--- config.mk ---
export PLATFORM = sky130hd
export DESIGN_NAME = routerOutputPort
export DESIGN_NICKNAME = d
export VERILOG_FILES = /design/src/source/nocArbiterPkg.sv /design/src/source/outputStage.sv /design/src/source/portHoldTimer.sv /design/src/source/routerOutputPort.sv /design/src/source/switchAllocator.sv
export VERILOG_INCLUDE_DIRS = /design/src /design/src/source
export SDC_FILE = /design/constraint.sdc
export NUM_CORES = 1
export LEC_CHECK = 0
export CORE_MARGIN = 3
export CORE_UTILIZATION = 66
export CTS_CLUSTER_DIAMETER = 80
export DETAILED_ROUTE_END_ITERATION = 16
export DONT_BUFFER_PORTS = 1
export PLACE_DENSITY = 0.82
export RECOVER_POWER = 50
export SETUP_SLACK_MARGIN = 0.02
export SLEW_MARGIN = 20
export SYNTH_ARGS = -nofsm -noshare
export SYNTH_HDL_FRONTEND = slang
export SYNTH_SLANG_ARGS = --single-unit
--- constraint.sdc ---
create_clock -name clk -period 3.29 [get_ports clk]
set_input_delay 0.658 -clock clk [delete_from_list [all_inputs] [get_ports clk]]
set_output_delay 0.658 -clock clk [all_outputs]
set_load 0.01 [all_outputs]
--- src/source/nocArbiter_defines.svh ---
`ifndef NOC_ARBITER_DEFINES_SVH
`define NOC_ARBITER_DEFINES_SVH

// Flit word layout
`define FLIT_WIDTH     16
`define LENGTH_WIDTH   12
`define PAYLOAD_WIDTH  13
`define FLIT_ID_WIDTH  3

// Flit identifiers, one-hot
`define FLIT_ID_HEADER 3'b001
`define FLIT_ID_BODY   3'b010
`define FLIT_ID_TAIL   3'b100

// Local, North, East, West, South
`define NUM_PORTS      5

`endif

--- src/source/nocArbiterPkg.sv ---
`default_nettype none

`include "nocArbiter_defines.svh"

package nocArbiterPkg;

  typedef struct packed {
    logic [`FLIT_WIDTH-`LENGTH_WIDTH-`FLIT_ID_WIDTH-1:0] spare;
    logic [`LENGTH_WIDTH-1:0]                          length;   // Hold limit in cycles
    logic [`FLIT_ID_WIDTH-1:0]                         flitId;
  } flitHeader_s;

  typedef struct packed {
    logic [`PAYLOAD_WIDTH-1:0] payload;
    logic [`FLIT_ID_WIDTH-1:0] flitId;
  } flitBody_s;

  // Same 16-bit word, decoded by flitId
  typedef union packed {
    flitHeader_s header;
    flitBody_s   body;
  } flitWord_u;

  typedef enum logic [5:0] {
    ALLOC_IDLE  = 6'b000001,
    ALLOC_LOCAL = 6'b000010,
    ALLOC_NORTH = 6'b000100,
    ALLOC_EAST  = 6'b001000,
    ALLOC_WEST  = 6'b010000,
    ALLOC_SOUTH = 6'b100000
  } allocState_e;

endpackage

`default_nettype wire

--- src/source/outputStage.sv ---
`timescale 1ns/1ps
`default_nettype none

`include "nocArbiter_defines.svh"

module outputStage (
  input  logic                       clk,
  input  logic                       rst,
  input  nocArbiterPkg::allocState_e grant,
  input  logic                       localReq,
  input  logic                       northReq,
  input  logic                       eastReq,
  input  logic                       westReq,
  input  logic                       southReq,
  input  nocArbiterPkg::flitWord_u   localFlit,
  input  nocArbiterPkg::flitWord_u   northFlit,
  input  nocArbiterPkg::flitWord_u   eastFlit,
  input  nocArbiterPkg::flitWord_u   westFlit,
  input  nocArbiterPkg::flitWord_u   southFlit,
  output nocArbiterPkg::flitWord_u   flitOut,
  output logic                       flitValid
);

  import nocArbiterPkg::*;

  logic [`NUM_PORTS-1:0] reqVec;
  logic                  selReq;
  flitWord_u             selFlit;

  assign reqVec = {southReq, westReq, eastReq, northReq, localReq};
  assign selReq = |(grant[`NUM_PORTS:1] & reqVec);   // Zero while idle

  always_comb
  begin
    case (grant)
      ALLOC_LOCAL: selFlit = localFlit;
      ALLOC_NORTH: selFlit = northFlit;
      ALLOC_EAST:  selFlit = eastFlit;
      ALLOC_WEST:  selFlit = westFlit;
      ALLOC_SOUTH: selFlit = southFlit;
      default:     selFlit = '0;
    endcase
  end

  always_ff @(posedge clk)
  begin
    if (rst)
    begin
      flitOut   <= '0;
      flitValid <= 1'b0;
    end
    else
    begin
      flitOut   <= selFlit;
      flitValid <= selReq;
    end
  end

endmodule

`default_nettype wire

--- src/source/portHoldTimer.sv ---
`timescale 1ns/1ps
`default_nettype none

`include "nocArbiter_defines.svh"

module portHoldTimer (
  input  logic                     clk,
  input  logic                     rst,
  input  nocArbiterPkg::flitWord_u flit,
  input  logic                     run,
  output logic                     timesUp
);

  logic [`LENGTH_WIDTH-1:0] holdLimit;
  logic [`LENGTH_WIDTH-1:0] holdCount;

  always_ff @(posedge clk)
  begin
    if (rst)
    begin
      holdLimit <= '0;
      holdCount <= '0;
    end
    else
    begin
      if (flit.header.flitId == `FLIT_ID_HEADER)   // Any header, granted or not
      begin
        holdLimit <= flit.header.length;
      end
      if (run)
      begin
        holdCount <= holdCount + 1'b1;
      end
      else
      begin
        holdCount <= '0;
      end
    end
  end

  // Grant lasts limit + 1 cycles
  assign timesUp = (holdCount == holdLimit);

endmodule

`default_nettype wire

--- src/source/routerOutputPort.sv ---
`timescale 1ns/1ps
`default_nettype none

module routerOutputPort (
  input  logic                       clk,
  input  logic                       rst,
  input  logic                       localReq,
  input  logic                       northReq,
  input  logic                       eastReq,
  input  logic                       westReq,
  input  logic                       southReq,
  input  nocArbiterPkg::flitWord_u   localFlit,
  input  nocArbiterPkg::flitWord_u   northFlit,
  input  nocArbiterPkg::flitWord_u   eastFlit,
  input  nocArbiterPkg::flitWord_u   westFlit,
  input  nocArbiterPkg::flitWord_u   southFlit,
  output nocArbiterPkg::allocState_e grant,
  output nocArbiterPkg::flitWord_u   flitOut,
  output logic                       flitValid
);

  // Grant one cycle after the request edge
  switchAllocator allocator (
    .clk       (clk),
    .rst       (rst),
    .localReq  (localReq),
    .northReq  (northReq),
    .eastReq   (eastReq),
    .westReq   (westReq),
    .southReq  (southReq),
    .localFlit (localFlit),
    .northFlit (northFlit),
    .eastFlit  (eastFlit),
    .westFlit  (westFlit),
    .southFlit (southFlit),
    .grant     (grant)
  );

  // Flit and valid one cycle after grant
  outputStage outStage (
    .clk       (clk),
    .rst       (rst),
    .grant     (grant),
    .localReq  (localReq),
    .northReq  (northReq),
    .eastReq   (eastReq),
    .westReq   (westReq),
    .southReq  (southReq),
    .localFlit (localFlit),
    .northFlit (northFlit),
    .eastFlit  (eastFlit),
    .westFlit  (westFlit),
    .southFlit (southFlit),
    .flitOut   (flitOut),
    .flitValid (flitValid)
  );

endmodule

`default_nettype wire

--- src/source/switchAllocator.sv ---
`timescale 1ns/1ps
`default_nettype none

`include "nocArbiter_defines.svh"

module switchAllocator (
  input  logic                       clk,
  input  logic                       rst,
  input  logic                       localReq,
  input  logic                       northReq,
  input  logic                       eastReq,
  input  logic                       westReq,
  input  logic                       southReq,
  input  nocArbiterPkg::flitWord_u   localFlit,
  input  nocArbiterPkg::flitWord_u   northFlit,
  input  nocArbiterPkg::flitWord_u   eastFlit,
  input  nocArbiterPkg::flitWord_u   westFlit,
  input  nocArbiterPkg::flitWord_u   southFlit,
  output nocArbiterPkg::allocState_e grant
);

  import nocArbiterPkg::*;

  allocState_e           state;
  allocState_e           nextState;
  logic [`NUM_PORTS-1:0] reqVec;      // Bit 0 is Local
  logic [`NUM_PORTS-1:0] timesUpVec;
  logic [`NUM_PORTS-1:0] holdVec;
  logic [`NUM_PORTS-1:0] runVec;

  // First requesting port among numPorts ports, starting at firstPort
  function automatic allocState_e rotateSearch(
    input logic [`NUM_PORTS-1:0] req,
    input int unsigned           firstPort,
    input int unsigned           numPorts
  );
    allocState_e pick;
    int unsigned idx;
    pick = ALLOC_IDLE;
    // Walk backwards so the nearest port is written last
    for (int i = `NUM_PORTS - 1; i >= 0; i--)
    begin
      idx = (firstPort + i) % `NUM_PORTS;
      if ((i < numPorts) && req[idx])
      begin
        pick = allocState_e'(6'b000010 << idx);
      end
    end
    return pick;
  endfunction

  assign reqVec  = {southReq, westReq, eastReq, northReq, localReq};
  assign holdVec = reqVec & ~timesUpVec;
  assign runVec  = state[`NUM_PORTS:1] & holdVec;   // Only the holder keeps counting

  always_ff @(posedge clk)
  begin
    if (rst)
    begin
      state <= ALLOC_IDLE;
    end
    else
    begin
      state <= nextState;
    end
  end

  always_comb
  begin
    case (state)
      ALLOC_IDLE:  nextState = rotateSearch(reqVec, 0, `NUM_PORTS);
      ALLOC_LOCAL: nextState = holdVec[0] ? ALLOC_LOCAL : rotateSearch(reqVec, 1, 4);
      ALLOC_NORTH: nextState = holdVec[1] ? ALLOC_NORTH : rotateSearch(reqVec, 2, 4);
      ALLOC_EAST:  nextState = holdVec[2] ? ALLOC_EAST : rotateSearch(reqVec, 3, 4);
      ALLOC_WEST:  nextState = holdVec[3] ? ALLOC_WEST : rotateSearch(reqVec, 4, 4);
      ALLOC_SOUTH: nextState = holdVec[4] ? ALLOC_SOUTH : rotateSearch(reqVec, 0, 4);
      default:     nextState = ALLOC_IDLE;   // Recover from a broken one-hot code
    endcase
  end

  assign grant = state;

  portHoldTimer localTimer (
    .clk     (clk),
    .rst     (rst),
    .flit    (localFlit),
    .run     (runVec[0]),
    .timesUp (timesUpVec[0])
  );

  portHoldTimer northTimer (
    .clk     (clk),
    .rst     (rst),
    .flit    (northFlit),
    .run     (runVec[1]),
    .timesUp (timesUpVec[1])
  );

  portHoldTimer eastTimer (
    .clk     (clk),
    .rst     (rst),
    .flit    (eastFlit),
    .run     (runVec[2]),
    .timesUp (timesUpVec[2])
  );

  portHoldTimer westTimer (
    .clk     (clk),
    .rst     (rst),
    .flit    (westFlit),
    .run     (runVec[3]),
    .timesUp (timesUpVec[3])
  );

  portHoldTimer southTimer (
    .clk     (clk),
    .rst     (rst),
    .flit    (southFlit),
    .run     (runVec[4]),
    .timesUp (timesUpVec[4])
  );

endmodule

`default_nettype wire

== Word level (Yosys, flattened, before mapping) ==
Cells that the tools add are included.

* Register bits after elaboration: 143
* Input bits: 87
* Output and inout port bits: 23
* Word-level logic and storage cells: 77

* $add $sub $neg: 5
* Equality and inequality tests: 16
* Mux-type cells: 28
* Bitwise gates (word level): 9
* Reduce and logical (&&, ||, !) cells: 6

{| class="wikitable"
|+ Operator list
! kind !! count
|-
| $mux W6 || 16
|-
| $pmux W16 S5 || 1
|-
| $add A12 B1 Y12 const B || 5
|-
| $eq A12 B12 Y1 || 5
|-
| $pmux W6 S6 || 1
|-
| $mux W5 || 4
|-
| $and A5 B5 Y5 || 3
|-
| $eq A3 B1 Y1 const B || 5
|-
| $mux W4 || 3
|-
| $reduce_or A2 Y1 || 5
|-
| $eq A6 B1 Y1 const B || 1
|-
| $eq A6 B2 Y1 const B || 1
|-
| $eq A6 B3 Y1 const B || 1
|-
| $eq A6 B4 Y1 const B || 1
|-
| $eq A6 B5 Y1 const B || 1
|-
| $eq A6 B6 Y1 const B || 1
|-
| $mux W3 || 2
|-
| $not A1 Y1 || 5
|-
| $not A5 Y5 || 1
|-
| $reduce_or A5 Y1 || 1
|-
| $mux W2 || 1
|}

== Logic depth before layout (Yosys ltp) ==
Gate-level depths: netlist of run 1.

* Depth in word-level cells: 6
* Gate-level depth with buffers: 8
* Gate-level depth less buffers: 6

== Hierarchy ==
A second synthesis of run 1 with hierarchy kept.

* Cell total of the unflattened synthesis: 785
* Area total of the unflattened synthesis: 7180.6 µm²

{| class="wikitable"
|+ Modules (own cells, without submodules)
! module !! times used !! cells an instance !! area an instance (µm²) !! seq. area each (µm²)
|-
| portHoldTimer || 5 || 113 || 1073.5 || 480.5
|-
| outputStage || 1 || 125 || 1049.8 || 340.3
|-
| switchAllocator || 1 || 95 || 763.2 || 120.1
|}

== Worst setup path after synthesis of run 1 ==
Ideal clock, no wire load.

* Path type: register to register
* Start: register allocator.state[2], in the netlist allocator.grant[2]
* End: register allocator.state[3], in the netlist allocator.grant[3]
* Setup time: 74 ps
* Arrival time: 1944 ps
* Data required time: 3216 ps
* Slack: 1272 ps
* Cell stages (with the launch flop): 9
* Buffers on the path: 2
* Clock period less this slack: 2018 ps
* Cell sequence: dfxtp_1 buf_6 or4_4 buf_6 nor3_2 or4b_1 a21oi_2 o21ai_1 a31oi_1

* Cells in the longest elaborated chain, start to end: 2
* Elaborated cells on any way between the ends: 7
* Those cells by class: eq/ne (6); mux (1)

{| class="wikitable"
|+ RTL lines
! element !! line !! source
|-
| start: declaration || switchAllocator.sv:24 || <nowiki>allocState_e state;</nowiki>
|-
| start signal: assignment || switchAllocator.sv:64 || <nowiki>state <= nextState;</nowiki>
|-
| $eq A6 B6 Y1, or another cell as far along || switchAllocator.sv:70 || <nowiki>case (state)</nowiki>
|-
| $pmux W6 S6 * || switchAllocator.sv:70 ||
|}

Mark *: on every way between the ends. The rest lies on a longest branch, timed or not.
A chain may end at the register's enable or synchronous reset.

== Final worst setup path of run 1 ==
* Start: register allocator.state[0], in the netlist allocator.grant[0]
* End: register allocator.state[3], in the netlist allocator.grant[3]

The elaborated chain is that of the path after synthesis.

==> results of run 1 <==
==> worst register-to-register path: cells and delay by family, from the launching register on <==
| kind | cells | cell delay (ns) |
|---|---|---|
| AOI/OAI and AO/OA | 4 | 0.65 |
| and+or+nand+nor | 2 | 1.20 |
| DFF | 1 | 0.41 |
==> synthesized netlist by cell type, drive strengths merged, types with 2 or more instances <==
cell     instances
a21oi           81
xnor2           45
nand2          151
and3b            4
nor3             4
ha               5
or4              2
nand3           18
a22oi           16
buf             11
nand2b           5
a21o             3
and3            10
a222oi          16
and2             7
nand3b           5
nand4           21
clkbuf          28
o211ai           2
inv             14
and4             5
xor2            66
o21ai            8
or3              4
dfxtp          143
nor2            81
o311a            4
a2bb2oi          2
nor4            12
==> sequential cells by signal, indices dropped and copies added (netlist names) <==
name	count
allocator.eastTimer.holdCount	12
allocator.eastTimer.holdLimit	12
allocator.grant	6
allocator.localTimer.holdCount	12
allocator.localTimer.holdLimit	12
allocator.northTimer.holdCount	12
allocator.northTimer.holdLimit	12
allocator.southTimer.holdCount	12
allocator.southTimer.holdLimit	12
allocator.westTimer.holdCount	12
allocator.westTimer.holdLimit	12
outStage.flitOut	16
outStage.flitValid	1
==> power by group through the flow <==
stage               registers, W  clock network (W)  logic (W)
floorplan                0.00183                  0   0.000231
global placement         0.00185                  0   0.000258
detailed placement       0.00185                  0   0.000259
CTS                      0.00181            0.00187   0.000262
global route             0.00182            0.00195   0.000292
finish                   0.00181            0.00186   0.000267
==> worst min path at each step <==
| stage | start | endpoint | slack [ns] | depth (start not counted) |
|---|---|---|---|---|
| floorplan | allocator.eastTimer.holdCount[0] | allocator.eastTimer.holdCount[0] | 0.44 | 1 |
| global placement | allocator.eastTimer.holdCount[0] | allocator.eastTimer.holdCount[0] | 0.45 | 1 |
| detailed placement | allocator.northTimer.holdLimit[0] | allocator.northTimer.holdLimit[0] | 0.45 | 2 |
| CTS | rst | allocator.northTimer.holdLimit[6] | 0.18 | 1 |
| global route | rst | allocator.northTimer.holdLimit[5] | 0.18 | 1 |
| finish | rst | allocator.northTimer.holdLimit[3] | 0.21 | 1 |
==> routing by layer <==
metal,up-vias,GRT usage
met5,-,0
met4,2,0.1462
met3,69,0.1157
met2,335,0.5560
met1,2725,0.4359
li1,2683,-
==> layout make-up <==
type                       count  area, µm²
multi-input combinational    591       3473
sequential                   143       2863
fill                         705       2316
clock buffer                  17      414.1
tap                          129      161.4
clock inverter                15      156.4
inverter                      14      52.55
timing repair buffer           3      22.52
==> placed cells by master, fill, tap and decap left out, types with 4 or more instances in the layout <==
master     count
nand2_1      151
dfxtp_1      143
nor2_1        80
a21oi_1       80
xor2_1        66
xnor2_1       45
nand4_1       21
nand3_1       18
a222oi_1      16
a22oi_1       16
clkbuf_16     16
inv_1         14
nor4_1        12
and3_1        10
o21ai_0        7
and2_0         5
nand2b_1       5
and4_1         5
nand3b_1       5
ha_1           5
or3_1          4
inv_6          4
==> metrics by stage <==
step	instances	setup slack [ns]	hold slack [ns]
2_1_floorplan	787	1.272	0.4354
3_3_place_gp	880	1.104	0.4485
3_5_place_dp	880	1.048	0.4547
4_1_cts	912	1.007	0.1796
5_1_grt	912	0.7256	0.1847
6_report	912	0.9573	0.2107
==> logic make-up after synthesis <==
family          Yosys count  synth area share
simple gates            335            0.2359
flops                   143            0.4364
compound gates          140            0.1358
xor+xnor                111            0.1482
buf+inv                  53           0.03414
fa+ha+maj                 5          0.009537
==> flow_metrics.env, run 1 <==
export IMPL_status="completed"
export IMPL_cts_sinks=143
export IMPL_cts_buffers=17
export IMPL_peakVddDrop_mv=0.5032
export IMPL_grt_max_degree=69
export IMPL_synth_seq_area_share=0.4364
export IMPL_synth_top_area_cell="dfxtp_1"
export IMPL_crit_chain="or4_4, nor2_2, a21oi_1, a21oi_2, o21ai_1, a31oi_1"
export IMPL_ys_ff_latch=143
export IMPL_combPwrFrac=0.068
export IMPL_met1_length_mm=7.494
export IMPL_dp_hpwl_mm=14.19
export IMPL_skew_ns=0.01283
export IMPL_track_usage=0.3496
export IMPL_dpl_cell_area_mm2=0.006573
export IMPL_final_nets=862
export IMPL_worstMarginPinSlew_ns=0.7441
export IMPL_r2r_slack_ns=0.96
export IMPL_crit_cells=6
export IMPL_dieArea_mm2=0.01117
export IMPL_r2r_end="allocator.grant[3]"
export IMPL_cp_max_fo=18
export IMPL_finalCritPeriodShare=0.7090
export IMPL_h_tree_depth=4
export IMPL_path_delay_family="simple AND/OR/NAND/NOR gates"
export IMPL_fin_crit_ns=2.333
export IMPL_ant_nets=0
export IMPL_drc_errors=0
export IMPL_hp_class="in2reg"
export IMPL_synth_flop_cell="dfxtp_1"
export IMPL_drt_iter0_drc=626
export IMPL_endpoint="allocator.grant[3]"
export IMPL_crit_path_top_delay_cell="or4_4"
export IMPL_drt_total_wl_mm=19.12
export IMPL_switching_share=0.2635
export IMPL_synthesis_nets=879
export IMPL_drv_cap=0
export IMPL_r2r_cells=6
export IMPL_p_per_area_mw_per_mm2=551.7
export IMPL_cp_arrival_ns=2.79
export IMPL_wl_per_cell_um=20.97
export IMPL_yosys_warnings=0
export IMPL_cts_root_buffer="clkbuf_8"
export IMPL_wl_met2_mm=8.934
export IMPL_clk_latency_ns=0.54
export IMPL_synth_area_top_cells="dfxtp_1, xor2_1, nand2_1"
export IMPL_crit_type="reg2reg"
export IMPL_n_antenna_cell=0
export IMPL_slew_headroom=0.4994
export IMPL_hold_violations=0
export IMPL_die_width_um=105.7
export IMPL_num_vias=5814
export IMPL_fmax_mhz=428.7
export IMPL_grt_pass1_vias=5728
export IMPL_cts_resized=0
export IMPL_critPathBufInv=0
export IMPL_dr_pass1_iters=7
export IMPL_topRoutingLayerUsed="met5"
export IMPL_core_mm2=0.009459
export IMPL_slowest_delay_ns=0.62
export IMPL_total_power_w=0.003941
export IMPL_cts_hold_fix_buffers=0
export IMPL_p_sw_w=0.001038
export IMPL_portBuffers=0
export IMPL_cp_startpoint="allocator.grant[0]"
export IMPL_syn_area_mm2=0.006560
export IMPL_power_static_leakage_nw=2.568
export IMPL_viasPerCell=6.375
export IMPL_dr_wl_met3_mm=1.946
export IMPL_rsz0062_at_grt="false"
export IMPL_p_clk_frac=0.472
export IMPL_post_cts_buffers=0
export IMPL_grt_pass1_wl_mm=30.44
export IMPL_cts_buffer_depth=2
export IMPL_final_cell_area_mm2=0.007143
export IMPL_worst_endpoint_required_ns=3.74
export IMPL_flow_area_growth_from_synthesis_pct=8.888
export IMPL_cp_end_kind="flop"
export IMPL_gp_congestion=0.9661
export IMPL_num_io_pins=110
export IMPL_die_h_um=105.7
export IMPL_pwr_share_seq=0.460
export IMPL_syn_inst=787
export IMPL_setup_viol=0
export IMPL_gr_total_overflow=0
export IMPL_path_clk_slew_ns=0.06
export IMPL_drv_slew=0
export IMPL_tritoncts="built"
export IMPL_tns_ns=0
export IMPL_fp_row_count=35
export IMPL_crit_path_start_kind="flop"
export IMPL_timing_rr_start="allocator.grant[0]"
export IMPL_synthArstFlopShare=0
export IMPL_initial_core_util=0.6935
export IMPL_utilization=0.7552
export IMPL_yosysUniqueCellTypes=52
export IMPL_synth_edf_count=0
export IMPL_drive_above_1_share=0.05619
export IMPL_power_internal_w=0.002903
export IMPL_avgSynthCellArea_um2=8.336
export IMPL_antenna_found_initial=1
export IMPL_synth_top_area_share=0.4364
No activity file was read; power rests on OpenSTA's default activity.
==> inputs of run 2 (changes only) <==
- CORE_UTILIZATION: 66 -> 57
- PLACE_DENSITY: 0.82 -> 0.75
- clock period: 3.29 -> 1.87 ns (I/O delays scaled with it)
==> run 2 against run 1 <==
  * The flow now finishes with violations (negative setup slack)
  * Combinational power rose to 2.8 times the previous value
  * Non-clock buffer count up 68
  * Via count up 3.2%
  * Critical path type unchanged
  * Critical endpoint unchanged
  * Largest power group unchanged
==> flow_metrics.env, run 2 (synthesized netlist as in run 1, its figures left out) <==
export IMPL_p_sw_w=0.001716
export IMPL_hp_class="in2reg"
export IMPL_drive_above_1_share=0.1659
export IMPL_dp_hpwl_mm=14.33
export IMPL_drt_total_wl_mm=19.51
export IMPL_drc_errors=0
export IMPL_wl_per_cell_um=19.70
export IMPL_dpl_cell_count=953
export IMPL_fin_crit_ns=1.944
export IMPL_core_mm2=0.01103
export IMPL_grt_pass1_vias=5682
export IMPL_portBuffers=0
export IMPL_crit_type="reg2reg"
export IMPL_antenna_found_initial=0
export IMPL_rsz0062_at_grt="true"
export IMPL_fin_cells=990
export IMPL_finalWorstSetupSlack_ns=-0.07430
export IMPL_mostFrequentLayoutCell="nand2_1"
export IMPL_cp_end_kind="flop"
export IMPL_pwr_share_seq=0.414
export IMPL_tritoncts="built"
export IMPL_worst_endpoint_required_ns=2.21
export IMPL_setup_viol=14
export IMPL_met1_length_mm=7.685
export IMPL_topRoutingLayerUsed="met4"
export IMPL_dieArea_mm2=0.01283
export IMPL_utilization=0.7249
export IMPL_fp_row_count=38
export IMPL_grt_pass1_wl_mm=29.30
export IMPL_tns_ns=-0.4975
export IMPL_cts_sinks=143
export IMPL_wl_met2_mm=8.953
export IMPL_dpl_cell_area_mm2=0.007117
export IMPL_num_io_pins=110
export IMPL_final_cell_mix="nand2_1, dfxtp_1, nor2_1, a21oi_1, xor2_1"
export IMPL_drv_slew=0
export IMPL_power_internal_w=0.005938
export IMPL_n_antenna_cell=0
export IMPL_ant_nets=0
export IMPL_fmax_mhz=514.3
export IMPL_gr_total_overflow=0
export IMPL_worstMarginPinSlew_ns=0.6727
export IMPL_switching_share=0.2242
export IMPL_p_clk_frac=0.488
export IMPL_grt_max_degree=69
export IMPL_h_tree_depth=4
export IMPL_peakVddDrop_mv=0.8209
export IMPL_slew_headroom=0.5513
export IMPL_r2r_cells=6
export IMPL_final_cell_area_mm2=0.007996
export IMPL_die_width_um=113.3
export IMPL_cp_max_fo=4
export IMPL_dr_wl_met3_mm=2.022
export IMPL_crit_path_start_kind="flop"
export IMPL_p_per_area_mw_per_mm2=957.2
export IMPL_path_clk_slew_ns=0.06
export IMPL_status="finished, violations left"
export IMPL_hold_path_startpoint="rst"
export IMPL_num_vias=5998
export IMPL_largest_register_ffs=16
export IMPL_largest_register="outStage.flitOut"
export IMPL_gp_congestion=0.9484
export IMPL_cts_buffer_depth=2
export IMPL_initial_core_util=0.5947
export IMPL_cts_buffers=17
export IMPL_dr_pass1_iters=6
export IMPL_power_static_leakage_nw=3.027
export IMPL_total_power_w=0.007654
export IMPL_die_h_um=113.3
export IMPL_combPwrFrac=0.098
export IMPL_timing_rr_start="allocator.grant[0]"
export IMPL_track_usage=0.2968
export IMPL_cp_startpoint="allocator.grant[0]"
export IMPL_flow_area_growth_from_synthesis_pct=21.90
export IMPL_hold_depth=1
export IMPL_skew_ns=0.007049
export IMPL_cp_arrival_ns=2.29
export IMPL_violations="negative setup slack"
export IMPL_drv_cap=0
export IMPL_viasPerCell=6.059
export IMPL_final_nets=930
export IMPL_cts_root_buffer="clkbuf_16"
export IMPL_finalCritPeriodShare=1.040
export IMPL_clk_latency_ns=0.43
export IMPL_hold_violations=0
export IMPL_drt_iter0_drc=560
run 2: cell count changes in the layout (fill, tap and decap cells not counted), sizes merged:
cell      previous run  this run
bufinv               1         5
clkinv               4         3
buf                  3        70
clkinvlp             3         2
inv                 21        14
clkbuf              17        22
run 2: power groups by stage:
stage | clock network [W] | registers (W) | logic (W)
2_1_floorplan | 0 | 0.00323 | 0.000409
3_3_place_gp | 0 | 0.00323 | 0.000627
3_5_place_dp | 0 | 0.00323 | 0.000635
4_1_cts | 0.00375 | 0.00316 | 0.000661
5_1_grt | 0.00388 | 0.00318 | 0.000801
6_report | 0.00374 | 0.00317 | 0.000748
run 2: what timing repair did:
item	in CTS	in global routing
cloned	0	2
hold buffers	0	0
endpoints found under the setup margin	21	31
setup buffers	1	3
resized for setup	7	35
pin swaps	5	19
run 2: final timing paths:
| check | slack, ns | end |
|---|---|---|
| worst max-delay path | -0.07 | allocator.grant[3] |
| worst min-delay path | 0.02 | allocator.northTimer.holdLimit[11] |
| worst max register to register | -0.07 | allocator.grant[3] |
| worst min register to register | 0.46 | allocator.localTimer.holdLimit[3] |
run 2: cell type report:
type	instances	area (µm²)
clock buffers	21	470.5
clock inverters	10	183.9
fillers	849	3034
inverters	14	52.55
multi-input cells	591	3621
flip-flops and latches	143	2872
well taps	140	175.2
repair buffers	71	621.8
run 2: metal layers:
metal / up-vias / GRT usage
met5: - / 0
met4: 0 / 0.1506
met3: 76 / 0.1032
met2: 319 / 0.4625
met1: 2794 / 0.3639
li1: 2809 / -
run 2: per-stage QoR:
stage / hold slack (ns) / setup slack, ns
detailed placement: 0.4549 / -0.07655
global placement: 0.4483 / -0.06866
finish: 0.01983 / -0.07430
floorplan: 0.4354 / -0.1320
global route: 0.006688 / -0.1448
CTS: 0.01581 / -0.08664
run 2: worst max-delay path, cell delays in order, from the launching register on:
cell     delay [ns]
dfxtp_2        0.33
or4_4          0.55
nor3_2         0.11
or4b_4         0.49
a21oi_4        0.16
o21ai_2        0.07
a31oi_1        0.15
==> inputs of run 3 (changes only) <==
- CORE_MARGIN: 3 -> 2
- clock period: 1.87 -> 1.75 ns (I/O delays scaled with it)
==> run 3 against run 2 <==
  * The run still ends with negative setup slack left
  * Worst setup slack lost 0.11 ns
  * Hold slack improved by 0.0071 ns
  * Global-route usage up 2.4 points
  * Critical endpoint is now allocator.grant[5]
  * Largest cell class unchanged
==> flow_metrics.env, run 3 (synthesized netlist as in run 1, its figures left out) <==
export IMPL_status="finished, violations left"
export IMPL_violations="negative setup slack"
export IMPL_power_internal_w=0.005706
export IMPL_fin_crit_ns=1.932
export IMPL_post_place_ws_ns=-0.1377
export IMPL_final_cell_mix="nand2_1, dfxtp_1, buf_4"
export IMPL_grt_pass1_wl_mm=30.73
export IMPL_initial_core_util=0.5795
export IMPL_cts_buffers=17
export IMPL_finalCritPeriodShare=1.104
export IMPL_core_mm2=0.01132
export IMPL_fmax_mhz=517.6
export IMPL_portBuffers=0
export IMPL_whs_endpoint="allocator.grant[3]"
export IMPL_drt_total_wl_mm=20.23
export IMPL_rsz0062_at_grt="true"
export IMPL_mostFrequentLayoutCell="nand2_1"
export IMPL_peakVddDrop_mv=0.9068
export IMPL_crit_chain="buf_4, buf_4, nor4_1, nand3b_1, a21o_1, a21oi_2, o311a_1"
export IMPL_die_h_um=111.3
export IMPL_pwr_share_seq=0.437
export IMPL_num_vias=6083
export IMPL_dieArea_mm2=0.01238
export IMPL_switching_share=0.2622
export IMPL_num_io_pins=110
export IMPL_drive_above_1_share=0.2435
export IMPL_track_usage=0.3204
export IMPL_cp_startpoint="allocator.grant[5]"
export IMPL_crit_path_top_delay_cell="nor4_1"
export IMPL_finalWorstSetupSlack_ns=-0.1820
export IMPL_slowest_delay_ns=0.43
export IMPL_path_delay_family="simple AND/OR/NAND/NOR gates"
export IMPL_r2r_cells=7
export IMPL_dpl_cell_area_mm2=0.007400
export IMPL_largest_register_ffs=16
export IMPL_crit_path_start_kind="flop"
export IMPL_fillers=840
export IMPL_viasPerCell=5.929
export IMPL_final_seq_area_mm2=0.002909
export IMPL_path_clk_slew_ns=0.06
export IMPL_dr_pass1_iters=8
export IMPL_cp_arrival_ns=2.32
export IMPL_ant_nets=0
export IMPL_p_sw_w=0.002028
export IMPL_hp_class="in2reg"
export IMPL_tritoncts="built"
export IMPL_largest_register="outStage.flitOut"
export IMPL_die_width_um=111.3
export IMPL_drv_slew=0
export IMPL_cp_max_fo=3
export IMPL_worstMarginPinSlew_ns=0.7120
export IMPL_multi_input_area_mm2=0.003741
export IMPL_h_tree_depth=4
export IMPL_grt_max_degree=62
export IMPL_timing_rr_start="allocator.grant[5]"
export IMPL_setup_viol=34
export IMPL_drv_cap=0
export IMPL_fin_cells=1026
export IMPL_worst_endpoint_required_ns=2.13
export IMPL_cts_sinks=143
export IMPL_wl_per_cell_um=19.72
export IMPL_gp_congestion=0.9201
export IMPL_final_nets=962
export IMPL_critPathBufInv=2
export IMPL_dp_hpwl_mm=14.36
export IMPL_drc_errors=0
export IMPL_dpl_cell_count=988
export IMPL_final_cell_area_mm2=0.008349
export IMPL_p_per_area_mw_per_mm2=926.3
export IMPL_r2r_slack_ns=-0.18
export IMPL_p_clk_frac=0.453
export IMPL_drt_iter0_drc=631
export IMPL_n_antenna_cell=0
export IMPL_hold_violations=0
export IMPL_clk_latency_ns=0.44
export IMPL_crit_type="reg2reg"
export IMPL_cts_root_buffer="clkbuf_16"
export IMPL_skew_ns=0.006283
export IMPL_cts_buffer_depth=2
export IMPL_hold_depth=2
export IMPL_antenna_found_initial=0
export IMPL_cp_end_kind="flop"
export IMPL_hold_path_startpoint="eastReq"
export IMPL_grt_pass1_vias=5902
export IMPL_flow_area_growth_from_synthesis_pct=27.27
export IMPL_fin_hold_ws_ns=0.02693
export IMPL_gr_total_overflow=0
export IMPL_slew_headroom=0.5251
export IMPL_fp_row_count=39
export IMPL_r2r_end="allocator.grant[5]"
export IMPL_power_static_leakage_nw=3.169
export IMPL_tns_ns=-3.624
export IMPL_path_common_cell="buf_4"
export IMPL_combPwrFrac=0.110
-- run 3: cell types whose count changed in the layout (fill, tap and decap cells not counted), sizes merged --
cell and delta:
buf +30, bufinv -4, clkbuf -2, clkinv +1, clkinvlp +1, inv +6, or3 +1
-- run 3: layer usage --
metal	part of all wire	GRT usage	wire length, µm
met1	0.40	0.3909	8031
met5	0	0	0
met3	0.078	0.08639	1586
met2	0.47	0.5085	9447
met4	0.057	0.1877	1163
-- run 3: power groups by stage --
stage | Combinational (W) | Clock (W) | Sequential, W
2_1_floorplan | 0.000449 | 0 | 0.00345
3_3_place_gp | 0.000715 | 0 | 0.00345
3_5_place_dp | 0.000723 | 0 | 0.00345
4_1_cts | 0.000780 | 0.00350 | 0.00338
5_1_grt | 0.000916 | 0.00362 | 0.00339
6_report | 0.000850 | 0.00350 | 0.00338
-- run 3: worst max-delay path by stage --
stage / endpoint / slack, ns / cells after the start
2_1_floorplan: allocator.grant[3] / -0.26 / 8
3_3_place_gp: allocator.grant[0] / -0.16 / 7
3_5_place_dp: allocator.grant[0] / -0.14 / 7
4_1_cts: allocator.grant[2] / -0.14 / 7
5_1_grt: allocator.grant[3] / -0.27 / 6
6_report: allocator.grant[5] / -0.18 / 7
-- run 3: cell type report --
type | count | share of cell area
clock buffers | 18 | 0.05140
inverters | 14 | 0.006294
flip-flops and latches | 143 | 0.3484
well taps | 143 | 0.02143
repair buffers | 102 | 0.1085
clock inverters | 14 | 0.01588
multi-input cells | 592 | 0.4481
-- run 3: what timing repair did --
item,in CTS,in global routing
hold buffers,1,0
setup endpoints to repair,46,70
gates resized for setup,27,65
setup buffers,2,3
cloned,1,2
pin swaps,13,36
hold endpoints to repair,61,0
-- run 3: metrics by stage --
| stage | util | power (W) |
|---|---|---|
| after floorplan | - | 0.003901 |
| final | 0.7375 | 0.007734 |
| after CTS | 0.7152 | 0.007655 |
| after global placement | 0.6536 | 0.004160 |
| after global routing | 0.7375 | 0.007926 |
| after detailed placement | 0.6536 | 0.004171 |
